--- src/hw/emio_pkg.sv ---
// EMIO bridge definitions
`default_nettype none

package emio_pkg;

    // processor command as seen on the EMIO output word
    typedef struct packed {
        logic [31:0] wdata;
        logic [15:0] addr;
        logic        req;
        // echoed back only
        logic        wen_hint;
        logic        blk_start;
        logic        blk_end;
        // set when no data line is tristated
        logic        write;
    } ps_cmd_t;

    // register bus request toward the bank
    typedef struct packed {
        logic [15:0] addr;
        logic [31:0] wdata;
        logic        wen;
        // last write of a transfer
        logic        blk_wen;
    } reg_bus_t;

    localparam logic [3:0]  EMIO_VERSION  = 4'd1;
    // page decoded by the bank, bits 15 to 12
    localparam logic [3:0]  ADDR_MAIN     = 4'd0;
    localparam logic [31:0] UNMAPPED_DATA = 32'hffff_ffff;

    // field positions in the EMIO words
    localparam int EMIO_DATA_LSB      = 0;
    localparam int EMIO_DATA_MSB      = 31;
    localparam int EMIO_ADDR_LSB      = 32;
    localparam int EMIO_ADDR_MSB      = 47;
    localparam int EMIO_REQ_BIT       = 48;
    localparam int EMIO_DONE_BIT      = 49;
    localparam int EMIO_WEN_BIT       = 50;
    localparam int EMIO_BLK_START_BIT = 51;
    localparam int EMIO_BLK_END_BIT   = 52;
    localparam int EMIO_WRITE_BIT     = 53;
    localparam int EMIO_GRANT_BIT     = 54;
    localparam int EMIO_VER_LSB       = 60;
    localparam int EMIO_VER_MSB       = 63;

endpackage

`default_nettype wire

--- src/hw/board_reg_bank.sv ---
// Board register bank
`default_nettype none

module board_reg_bank #(
    parameter int ADDR_BITS    = 6,
    parameter int READ_LATENCY = 2
) (
    input  logic               sysclk,
    input  logic               arst_n,
    input  logic               req_read_bus,
    output logic               grant_read_bus,
    input  logic               req_write_bus,
    output logic               grant_write_bus,
    input  emio_pkg::reg_bus_t bus,
    output logic [31:0]        rdata,
    output logic               rvalid
);
    import emio_pkg::*;

    localparam int DEPTH = 2 ** ADDR_BITS;

    logic [31:0]             mem [DEPTH];
    logic [ADDR_BITS-1:0]    widx;
    logic                    mapped;
    // address seen last cycle, for change detection
    logic [15:0]             addr_q;
    // read valid delay line
    logic [READ_LATENCY-1:0] vld_sh;
    logic                    restart;

    assign widx    = bus.addr[ADDR_BITS-1:0];
    // only the main page is backed by storage
    assign mapped  = (bus.addr[15:12] == ADDR_MAIN);
    assign restart = ~grant_read_bus | (bus.addr != addr_q);

    // grant follows the request by one cycle
    always_ff @(posedge sysclk or negedge arst_n) begin
        if (!arst_n) begin
            grant_read_bus  <= 1'b0;
            grant_write_bus <= 1'b0;
        end else begin
            grant_read_bus  <= req_read_bus;
            grant_write_bus <= req_write_bus;
        end
    end

    always_ff @(posedge sysclk or negedge arst_n) begin
        if (!arst_n) begin
            for (int i = 0; i < DEPTH; i++) begin
                mem[i] <= '0;
            end
        end else if (bus.wen && mapped) begin
            mem[widx] <= bus.wdata;
        end
    end

    // unmapped pages read as all ones
    always_ff @(posedge sysclk) begin
        rdata <= mapped ? mem[widx] : UNMAPPED_DATA;
    end

    always_ff @(posedge sysclk or negedge arst_n) begin
        if (!arst_n) begin
            addr_q <= '0;
            vld_sh <= '0;
        end else begin
            addr_q <= bus.addr;
            if (restart) begin
                vld_sh <= '0;
            end else begin
                vld_sh <= (vld_sh << 1) | READ_LATENCY'(1);
            end
        end
    end

    // an address change hides stale data right away
    assign rvalid = vld_sh[READ_LATENCY-1] & (bus.addr == addr_q);

endmodule

`default_nettype wire

--- src/hw/emio_bridge_top.sv ---
// EMIO bridge top level
`default_nettype none

module emio_bridge_top #(
    parameter int ADDR_BITS    = 6,
    parameter int READ_LATENCY = 2
) (
    input  logic        sysclk,
    input  logic        arst_n,
    input  logic [63:0] emio_ps_out,
    input  logic [63:0] emio_ps_tri,
    output logic [63:0] emio_ps_in
);
    import emio_pkg::*;

    ps_cmd_t     cmd;
    logic        req_rise;
    logic        req_fall;
    logic        req_read_bus;
    logic        grant_read_bus;
    logic        req_write_bus;
    logic        grant_write_bus;
    reg_bus_t    bus;
    logic [31:0] rdata;
    logic        rvalid;
    logic [31:0] rdata_latched;
    logic        op_done;

    // stage 1, pins into sysclk domain
    emio_cmd_sync u_sync (
        .sysclk      (sysclk),
        .arst_n      (arst_n),
        .ps_out      (emio_ps_out),
        .ps_tri_data (emio_ps_tri[31:0]),
        .cmd         (cmd),
        .req_rise    (req_rise),
        .req_fall    (req_fall)
    );

    // stage 2, transfer FSM
    emio_xfer_ctrl #(
        .ADDR_BITS (ADDR_BITS)
    ) u_ctrl (
        .sysclk          (sysclk),
        .arst_n          (arst_n),
        .cmd             (cmd),
        .req_rise        (req_rise),
        .req_fall        (req_fall),
        .req_read_bus    (req_read_bus),
        .grant_read_bus  (grant_read_bus),
        .req_write_bus   (req_write_bus),
        .grant_write_bus (grant_write_bus),
        .bus             (bus),
        .rdata           (rdata),
        .rvalid          (rvalid),
        .rdata_latched   (rdata_latched),
        .op_done         (op_done)
    );

    // stage 3, registers
    board_reg_bank #(
        .ADDR_BITS    (ADDR_BITS),
        .READ_LATENCY (READ_LATENCY)
    ) u_bank (
        .sysclk          (sysclk),
        .arst_n          (arst_n),
        .req_read_bus    (req_read_bus),
        .grant_read_bus  (grant_read_bus),
        .req_write_bus   (req_write_bus),
        .grant_write_bus (grant_write_bus),
        .bus             (bus),
        .rdata           (rdata),
        .rvalid          (rvalid)
    );

    // status word back to the processor, bits 59 to 55 unused
    always_comb begin
        emio_ps_in = '0;
        emio_ps_in[EMIO_VER_MSB:EMIO_VER_LSB] = EMIO_VERSION;
        // grant of the bus matching the current direction
        emio_ps_in[EMIO_GRANT_BIT] = cmd.write ? grant_write_bus : grant_read_bus;
        emio_ps_in[EMIO_WRITE_BIT] = cmd.write;
        emio_ps_in[EMIO_BLK_END_BIT] = cmd.blk_end;
        emio_ps_in[EMIO_BLK_START_BIT] = cmd.blk_start;
        emio_ps_in[EMIO_WEN_BIT] = cmd.wen_hint;
        emio_ps_in[EMIO_DONE_BIT] = op_done;
        emio_ps_in[EMIO_REQ_BIT] = cmd.req;
        emio_ps_in[EMIO_ADDR_MSB:EMIO_ADDR_LSB] = cmd.addr;
        // write echoes the processor data, read shows the latched word
        emio_ps_in[EMIO_DATA_MSB:EMIO_DATA_LSB] = cmd.write ? cmd.wdata : rdata_latched;
    end

endmodule

`default_nettype wire

--- src/hw/emio_cmd_sync.sv ---
// EMIO command synchronizer
`default_nettype none

module emio_cmd_sync (
    input  logic              sysclk,
    input  logic              arst_n,
    input  logic [63:0]       ps_out,
    input  logic [31:0]       ps_tri_data,
    output emio_pkg::ps_cmd_t cmd,
    output logic              req_rise,
    output logic              req_fall
);
    import emio_pkg::*;

    // command fields straight off the pins, not yet in sysclk domain
    ps_cmd_t cmd_raw;
    // two-flop synchronizer for req
    logic    req_s1;
    logic    req_s2;
    // edge register behind the synchronizer
    logic    req_d;

    always_comb begin
        cmd_raw.wdata     = ps_out[EMIO_DATA_MSB:EMIO_DATA_LSB];
        cmd_raw.addr      = ps_out[EMIO_ADDR_MSB:EMIO_ADDR_LSB];
        cmd_raw.req       = ps_out[EMIO_REQ_BIT];
        cmd_raw.wen_hint  = ps_out[EMIO_WEN_BIT];
        cmd_raw.blk_start = ps_out[EMIO_BLK_START_BIT];
        cmd_raw.blk_end   = ps_out[EMIO_BLK_END_BIT];
        // data lines all driven by the processor means write
        cmd_raw.write     = (ps_tri_data == '0);
    end

    always_ff @(posedge sysclk or negedge arst_n) begin
        if (!arst_n) begin
            cmd    <= '0;
            req_s1 <= 1'b0;
            req_s2 <= 1'b0;
            req_d  <= 1'b0;
        end else begin
            // fields are stable long before the synchronized req edge arrives
            cmd    <= cmd_raw;
            req_s1 <= ps_out[EMIO_REQ_BIT];
            req_s2 <= req_s1;
            req_d  <= req_s2;
        end
    end

    assign req_rise = req_s2 & ~req_d;
    assign req_fall = ~req_s2 & req_d;

endmodule

`default_nettype wire

--- src/hw/emio_xfer_ctrl.sv ---
// EMIO transfer controller
`default_nettype none

module emio_xfer_ctrl #(
    parameter int ADDR_BITS = 6
) (
    input  logic               sysclk,
    input  logic               arst_n,
    input  emio_pkg::ps_cmd_t  cmd,
    input  logic               req_rise,
    input  logic               req_fall,
    output logic               req_read_bus,
    input  logic               grant_read_bus,
    output logic               req_write_bus,
    input  logic               grant_write_bus,
    output emio_pkg::reg_bus_t bus,
    input  logic [31:0]        rdata,
    input  logic               rvalid,
    output logic [31:0]        rdata_latched,
    output logic               op_done
);

    typedef enum logic [2:0] {
        ST_IDLE,
        ST_READ,
        ST_WRITE_QUAD,
        ST_WRITE_BLOCK_START,
        ST_WRITE_BLOCK_DATA,
        ST_WRITE_FINISH
    } state_t;

    state_t      state;
    // own copy of the transfer address, stepped for block transfers
    logic [15:0] addr_q;
    // bit 0 of the last address taken from the processor
    logic        addr_lsb;
    logic [31:0] wdata_q;
    logic        wen_q;
    logic        blk_wen_q;
    logic        done_q;
    logic        rvalid_q;
    // current block quadlet carries blk_end
    logic        last_q;
    // cycles since the last block write enable
    logic [1:0]  blk_cnt;

    logic        lsb_equal;
    logic        addr_next;
    logic        read_grant;
    logic        write_grant;
    logic [15:0] addr_step;

    assign lsb_equal   = (cmd.addr[0] == addr_lsb);
    // processor toggled bit 0, next quadlet of a block
    assign addr_next   = ~lsb_equal;
    assign read_grant  = req_read_bus & grant_read_bus;
    assign write_grant = req_write_bus & grant_write_bus;

    // word index wraps inside the bank, page bits are kept
    always_comb begin
        addr_step = addr_q;
        addr_step[ADDR_BITS-1:0] = addr_q[ADDR_BITS-1:0] + ADDR_BITS'(1);
    end

    always_ff @(posedge sysclk or negedge arst_n) begin
        if (!arst_n) begin
            state         <= ST_IDLE;
            addr_q        <= '0;
            addr_lsb      <= 1'b0;
            wdata_q       <= '0;
            wen_q         <= 1'b0;
            blk_wen_q     <= 1'b0;
            done_q        <= 1'b0;
            rvalid_q      <= 1'b0;
            last_q        <= 1'b0;
            blk_cnt       <= '0;
            req_read_bus  <= 1'b0;
            req_write_bus <= 1'b0;
            rdata_latched <= '0;
        end else begin
            rvalid_q <= rvalid;
            case (state)
                ST_IDLE: begin
                    done_q    <= 1'b0;
                    wen_q     <= 1'b0;
                    blk_wen_q <= 1'b0;
                    blk_cnt   <= '0;
                    if (req_rise) begin
                        addr_q   <= cmd.addr;
                        addr_lsb <= cmd.addr[0];
                        wdata_q  <= cmd.wdata;
                        last_q   <= cmd.blk_end;
                        if (cmd.write) begin
                            req_write_bus <= 1'b1;
                            req_read_bus  <= 1'b0;
                            state <= cmd.blk_start ? ST_WRITE_BLOCK_START : ST_WRITE_QUAD;
                        end else begin
                            req_read_bus  <= 1'b1;
                            req_write_bus <= 1'b0;
                            state         <= ST_READ;
                        end
                    end else begin
                        // release both buses while nothing is pending
                        req_read_bus  <= 1'b0;
                        req_write_bus <= 1'b0;
                    end
                end
                ST_READ: begin
                    // read bus is kept until the processor drops req
                    if (read_grant) begin
                        if (addr_next) begin
                            addr_q   <= addr_step;
                            addr_lsb <= cmd.addr[0];
                            done_q   <= 1'b0;
                        end else if (rvalid && rvalid_q) begin
                            // rvalid seen stable for two cycles
                            rdata_latched <= rdata;
                            done_q        <= 1'b1;
                        end
                    end
                end
                ST_WRITE_QUAD: begin
                    // address and data already on the bus
                    if (write_grant) begin
                        wen_q     <= 1'b1;
                        blk_wen_q <= 1'b1;
                        state     <= ST_WRITE_FINISH;
                    end
                end
                ST_WRITE_BLOCK_START: begin
                    // first quadlet goes out as soon as the bus is ours
                    if (write_grant) begin
                        wen_q     <= 1'b1;
                        blk_wen_q <= last_q;
                        blk_cnt   <= '0;
                        state     <= ST_WRITE_BLOCK_DATA;
                    end
                end
                ST_WRITE_BLOCK_DATA: begin
                    if (write_grant) begin
                        if (addr_next) begin
                            // new quadlet, write it in the same step
                            addr_q    <= addr_step;
                            addr_lsb  <= cmd.addr[0];
                            wdata_q   <= cmd.wdata;
                            last_q    <= cmd.blk_end;
                            wen_q     <= 1'b1;
                            blk_wen_q <= cmd.blk_end;
                            done_q    <= 1'b0;
                            blk_cnt   <= '0;
                        end else begin
                            wen_q     <= 1'b0;
                            blk_wen_q <= 1'b0;
                            if (last_q) begin
                                state <= ST_WRITE_FINISH;
                            end else if (blk_cnt == 2'd1) begin
                                // two cycles after the write enable
                                done_q <= 1'b1;
                            end
                            // counter saturates at 2
                            if (blk_cnt != 2'd2) begin
                                blk_cnt <= blk_cnt + 2'd1;
                            end
                        end
                    end else begin
                        // lost the bus, start the done delay over
                        blk_cnt <= '0;
                    end
                end
                ST_WRITE_FINISH: begin
                    wen_q         <= 1'b0;
                    blk_wen_q     <= 1'b0;
                    req_write_bus <= 1'b0;
                    done_q        <= 1'b1;
                end
                default: begin
                    state <= ST_IDLE;
                end
            endcase
            // falling req aborts anything and ends read and finish states
            if (req_fall) begin
                state         <= ST_IDLE;
                done_q        <= 1'b0;
                wen_q         <= 1'b0;
                blk_wen_q     <= 1'b0;
                req_read_bus  <= 1'b0;
                req_write_bus <= 1'b0;
            end
        end
    end

    assign bus = '{addr: addr_q, wdata: wdata_q, wen: wen_q, blk_wen: blk_wen_q};

    // done only counts once the processor's address bit 0 matches ours
    assign op_done = done_q & lsb_equal;

endmodule

`default_nettype wire

--- config.mk ---
export PLATFORM = sky130hd
export DESIGN_NAME = emio_bridge_top
export DESIGN_NICKNAME = d
export VERILOG_FILES = /design/src/hw/emio_pkg.sv /design/src/hw/board_reg_bank.sv /design/src/hw/emio_bridge_top.sv /design/src/hw/emio_cmd_sync.sv /design/src/hw/emio_xfer_ctrl.sv
export SDC_FILE = /design/constraint.sdc
export NUM_CORES = 2
export LEC_CHECK = 0
export BUFFER_PORTS_ARGS = -buffer_cell sky130_fd_sc_hd__buf_2
export CAP_MARGIN = 20
export CORE_MARGIN = 3
export CORE_UTILIZATION = 55
export DETAILED_ROUTE_END_ITERATION = 10
export PLACE_DENSITY = 0.67
export SLEW_MARGIN = 0
export SYNTH_ARGS = -nofsm -noshare
export SYNTH_HDL_FRONTEND = slang
export SYNTH_SLANG_ARGS = --single-unit
--- constraint.sdc ---
create_clock -name sysclk -period 3.4 [get_ports sysclk]
set_input_delay 0.68 -clock sysclk [delete_from_list [all_inputs] [get_ports sysclk]]
set_output_delay 0.68 -clock sysclk [all_outputs]
set_load 0.05 [all_outputs]
# After elaboration in Yosys (flattened, before gate mapping)
# Index checks and enable logic that the tools add are counted.
# op_classes
add_sub_neg	2
n_lt_le_gt_ge	2
n_eq_ne	28
n_mux	64
n_bitwise	11
n_reduce_logical	23
# ops
operator	count
2048-bit bitwise mux	1
32-bit 2-to-1 mux	7
32-bit binary-select mux with 6-bit select	1
32-bit demux with 6-bit select	1
32-bit case mux with 2 select lines	1
16-bit 2-to-1 mux	3
16-bit case mux with 3 select lines	1
32-bit logical NOT	1
1-bit 2-to-1 mux	28
3-bit 2-to-1 mux	8
3-bit by 2-bit != test with 1-bit output (second input constant)	6
16-bit equality test	1
16-bit != test	1
4-bit != test (second input constant)	4
3-bit case mux with 5 select lines	1
4-bit AND reduction	3
2-bit 2-to-1 mux	5
3-bit nonzero test	3
2-bit by 1-bit != test with 1-bit output (second input constant)	4
7-bit greater-or-equal comparator (second input constant)	1
7-bit by 1-bit < comparator with 1-bit output (second input constant)	1
6-bit NOT with 7-bit output	1
7-bit AND reduction	1
6-bit by 1-bit adder with 6-bit output (second input constant)	1
other kinds (26)	45
# totals
regBits	2247
inputBits	130
elab_cells	220

# Depth between registers and ports, before layout
# depth
depth_word	8
depth_mapped	12

# Modules after synthesis
# From an unflattened synthesis, not the netlist that was laid out.
# hier_totals
cells_unflattened	7088
area_unflattened_um2	100432.6
# by_module_without_submodules
mod	n_inst	cells_per_inst	area_per_inst_um2	seq_area_each_um2
board_reg_bank	1	6661	94174.1	52390.2
emio_xfer_ctrl	1	309	4151.5	2327.2
emio_cmd_sync	1	69	1468.9	1376.3
emio_bridge_top	1	49	638.1	0.0

# Worst setup path after synthesis
# Ideal clock, no wire load.
# synth_path
kind	register -> register
startpoint	register u_ctrl.addr_q[0]
endpoint	register u_bank.rdata[9]
arrival_ns	2.320
setup_slack_ns	0.951
path_stages_with_launch	10
synth_period_minus_slack_ns	2.449
path_cell_list	dfrtp_1 buf_6 buf_6 buf_2 buf_2 mux4_2 a21oi_1 o211ai_1 a211oi_1 nand4_1
# synth_via
elab_chain_len	4
# synth_lines
item	line	rtl
start: declaration	emio_xfer_ctrl.sv:34	logic [15:0] addr_q;
start signal: assignment	emio_xfer_ctrl.sv:89	addr_q <= cmd.addr;
start signal: assignment	emio_xfer_ctrl.sv:112	addr_q <= addr_step;
start signal: assignment	emio_xfer_ctrl.sv:143	addr_q <= addr_step;
6-bit NOT with 7-bit output (implied by the code)	board_reg_bank.sv:59	rdata <= mapped ? mem[widx] : UNMAPPED_DATA;
32-bit binary-select mux with 6-bit select	board_reg_bank.sv:59	
32-bit 2-to-1 mux (implied by the code) (2 in a row)	board_reg_bank.sv:59	
end signal: assignment	board_reg_bank.sv:59	
end: declaration	board_reg_bank.sv:15	output logic [31:0] rdata,
# No other way between the ends. The select of a mux whose other input is x is not followed.
# A chain may end at the register's enable or synchronous reset.

# Worst setup path after layout
# layout_path
startpoint	register u_ctrl.addr_q[2]
endpoint	register u_bank.rdata[3]
# Same word-level chain as after synthesis.

==> results list <==
* Pre-CTS setup slack: 0.2311 ns
* Clock latency of the later-clocked register in the worst-skew pair: 0.90 ns
* Most used flip-flop cell after synthesis: sky130_fd_sc_hd__dfrtp_1
- Class of the most critical hold timing path: in -> reg
- Average wire per standard cell: 34.75 um
- Count of cell types in the netlist: 73
- After detailed routing, the number of vias per cell comes to 6.834.
* Most frequent cells after synthesis: sky130_fd_sc_hd__mux2_2 (2308), sky130_fd_sc_hd__dfrtp_1 (2215), sky130_fd_sc_hd__clkbuf_1 (332)
* Post-CTS repair timing setup buffer count: 0
- The cell family contributing the most delay on the critical path is simple AND/OR/NAND/NOR gates.
- Post-synthesis cell type with the largest combined area: sky130_fd_sc_hd__dfrtp_1
- NetSw: 27.83 mW
* RSZ-0062 raised after global routing: no
- TritonCTS built the clock tree.
* Endpoint arrival time on the critical path: 3.99 ns
- Net switching is 36.43% of the power.
- Share of layout cells above drive strength 1: 48.21%
- Number of nets at the end of the flow: 7505
- Worst Setup Path Type: reg -> reg
* Pin count of the biggest net entering global routing: 135
- Static timing analysis puts the maximum clock frequency at 0.3046 GHz.
- Max-cap violations in this run came to 0.
* Final setup violation count: 0
- The filler cells instantiated in the layout total 13380.
* Post-Synthesis Mean Instance Area: 14.05 um2
* Area of the core: 181300 um2
- The worst setup path is launched from a flip-flop.
* Number of enable-type register cells in the synthesized netlist: 0
- Area used by multi-input combinational logic: 41180 um2
- For this block, the routed nets add up to 345800 um of wire.
- Peak ir drop on the vdd network: 0.6293 mV
- Pins over their slew limit: 0
* Number of hold-slack violations in the final timing report: 0
- On the critical path, the stage with the largest delay is an instance of sky130_fd_sc_hd__dfrtp_4.
* Slack of the critical path: 0.1173 ns
* Count of buffers from port buffering: 140
* Clock buffer count from CTS: 229
- Final period utilization: 96.55%
- In this run the remaining antenna-violating nets after routing total 0.
- Required time of the worst setup path: 4.10 ns
* Critical path's largest stage delay: 0.69 ns
- The clock net in this run drives a total of 2247 sinks.
* Run status: complete, no violations
* Layout-stage area growth over the synthesis result: 14.42%
- For the pin with the worst max-slew slack, the measured transition is 1.235 ns.
- Summed over its instances, the top area cell type makes up 55.13% of the synthesized netlist area.
- For this configuration, the core starts out at a cell density of 55.45%.
- Per report_power, the combinational group accounts for 28.0% of the total.
- Together, buffers and inverters on the worst path number 1.
- After synthesis the cells add up to 100500 um2.
- Die area: 188000 um2
* Number of vias in the routed layout: 68000
- Sequential group share of total power: 38.2%
- Post-synthesis sequential area ratio: 55.76%
* Power density relative to cell area: 663.9 nW/um2
* Share of synthesized registers carrying an async set or reset: 98.58%
- The first global-routing pass estimated 494700 um of wire.
- Global routing used 36.71% of the available tracks across all layers.
- In this run the worst path has a maximum fanout of 19.
- Number of global-route vias before repair: 68350
- Longest Clk Path Bufs: 3
* Top area cells in the synthesized netlist: sky130_fd_sc_hd__dfrtp_1 (55%), sky130_fd_sc_hd__mux2_2 (26%), sky130_fd_sc_hd__mux4_2 (3.3%)
- In this run the number of H-tree levels came out at 4.
- Per report_power, the clock group accounts for 33.8% of the total.
- Top-Level Pins: 194
- The smallest clock period supported by the final layout is computed as 3.283 ns.
* Yosys warnings: 0
- The synthesized design contains 2247 register bits.
- The floorplan has 156 rows.
- Clock-pin slew was measured on the worst setup and hold paths at 0.06 ns.
* Capturing element type of the critical path: flip-flop
* GP Congestion: 0.9046
- After the first detailed-routing iteration, the DRC count stood at 8701.
* DIE HEIGHT: 433.6 um
* Max_slew headroom: 17.47%
- The root buffer cell chosen for the clock tree is sky130_fd_sc_hd__clkbuf_16.
- Summing all flip-flop and latch instances after layout gives 56120 um2.
* Leakage power figure: 56.96 nW
- The initial antenna violation count was 21.
- The die is 433.6 um wide.
- Once detailed placement completed, the half-perimeter wirelength came to 216200 um.
- Clock skew on the completed layout was measured at 0.03561 ns.
- DRC viols: 0
* Gate count after technology mapping: 7156
* Top-count cell post-synth: sky130_fd_sc_hd__mux2_2
- Global route total overflow: 0
- Total internal power: 48.55 mW
* Series of cell instances along the critical path: and2_2 -> buf_12 -> a221oi_1 -> a31oi_1 -> a221oi_1 -> o21ai_0 -> or3_1
* Post-Route Setup TNS: 0 ns
- First drt pass iteration count: 8
* Most numerous cell on the critical path: sky130_fd_sc_hd__a221oi_1
repair_timing:
item,CTS,global route
hold buffers,54,0
resized for setup,0,1
hold endpoints to repair,83,0
endpoints found under the setup margin,0,1
cells by family (layout without fill, tap and decap cells):
family,Yosys count,count (layout),synth area share [%]
other,2,21,0.007469
buffers and inverters,772,1178,3.588
AO/OA/AOI/OAI,945,945,6.761
multiplexers,2672,2672,31.33
adder cells (fa/ha/maj),3,3,0.03734
XOR/XNOR,18,18,0.1568
AND/OR/NAND/NOR,497,497,2.362
flip-flops,2247,2247,55.76
power by group through the flow:
stage	clock network [mW]	logic, mW	registers (mW)
after global routing	27.1	21.6	29.2
after CTS	26.0	20.3	29.4
after global placement	0	20.1	29.9
final	25.9	21.4	29.2
after detailed placement	0	20.2	29.9
after floorplan	0	10.8	27.8
flip-flops by register name (all words and copies together) (netlist names), 3 cells and up:
register              cells
u_ctrl.wdata_q           32
u_bank.rdata             32
u_ctrl.rdata_latched     32
u_bank.addr_q            16
u_sync.cmd               53
u_ctrl.addr_q            16
u_bank.mem             2048
u_ctrl.state              3
worst paths after layout:
kind                       depth (start not counted)        startpoint  slack (ns)               end
max                                                7  u_ctrl.addr_q[2]        0.12   u_bank.rdata[3]
min                                                4   emio_ps_tri[17]        0.07     u_sync.cmd[0]
max reg2reg                                        7  u_ctrl.addr_q[2]        0.12   u_bank.rdata[3]
min reg2reg                                        0     u_sync.cmd[4]        0.38     u_sync.req_s2
max in group asynchronous                          3            arst_n        1.85   u_bank.mem[529]
min in group asynchronous                          2            arst_n        0.34  u_bank.mem[1521]
cell type report:
type / count / share of cell area, %
flip-flops and latches: 2247 / 48.78
well taps: 2370 / 2.577
clock inverters: 73 / 0.7808
diodes: 12 / 0.02610
inverters: 8 / 0.03698
multi-input cells: 4144 / 35.80
clock buffers: 355 / 5.935
repair buffers: 742 / 6.068
cell usage in the layout, fill, tap and decap left out, drive strengths merged, types with 10 or more instances in the layout:
| master | n |
|---|---|
| a211oi | 19 |
| a21oi | 152 |
| a221o | 24 |
| a221oi | 244 |
| a222oi | 17 |
| a22o | 22 |
| a22oi | 144 |
| a31oi | 20 |
| and2 | 10 |
| and3 | 15 |
| buf | 688 |
| bufinv | 15 |
| clkbuf | 355 |
| clkinv | 49 |
| dfrtp | 2215 |
| dfxtp | 32 |
| diode | 12 |
| dlygate4sd3 | 54 |
| inv | 15 |
| mux2 | 2308 |
| mux2i | 215 |
| mux4 | 149 |
| nand2 | 177 |
| nand2b | 12 |
| nand3 | 27 |
| nand4 | 29 |
| nor2 | 149 |
| nor3 | 15 |
| nor4 | 13 |
| o21ai | 128 |
| o221ai | 16 |
| o22a | 12 |
| o22ai | 87 |
| o2bb2ai | 15 |
| or4 | 12 |
| xnor2 | 17 |
per-layer routing:
| layer | global-route usage (%) | vias up | wire length [um] |
|---|---|---|---|
| met1 | 50.73 | 36380 | 138900 |
| met4 | 17.35 | 2 | 18720 |
| met5 | 0 | - | 13 |
| met2 | 54.84 | 3781 | 152600 |
| met3 | 8.917 | 926 | 35580 |
| li1 | - | 26910 | - |
worst min-delay path, cell delays in order:
cell and delay, ns:
sky130_fd_sc_hd__buf_2 0.08, sky130_fd_sc_hd__nor4_1 0.04, sky130_fd_sc_hd__nand4_1 0.06, sky130_fd_sc_hd__nor2_1 0.05
stage by stage:
stage	instance area, um2	cells	power (mW)	hold WS, ns	util, %
after floorplan	100600	7163	38.57	0.3487	-
after global placement	106600	9450	49.98	0.3616	58.80
after detailed placement	106600	9451	50.13	0.3576	58.82
after CTS	114900	9933	75.82	0.003950	63.37
after global routing	115000	9940	78.01	0.06590	63.43
final	115100	9951	76.38	0.06809	63.45
(Power assumes the default switching activity.)
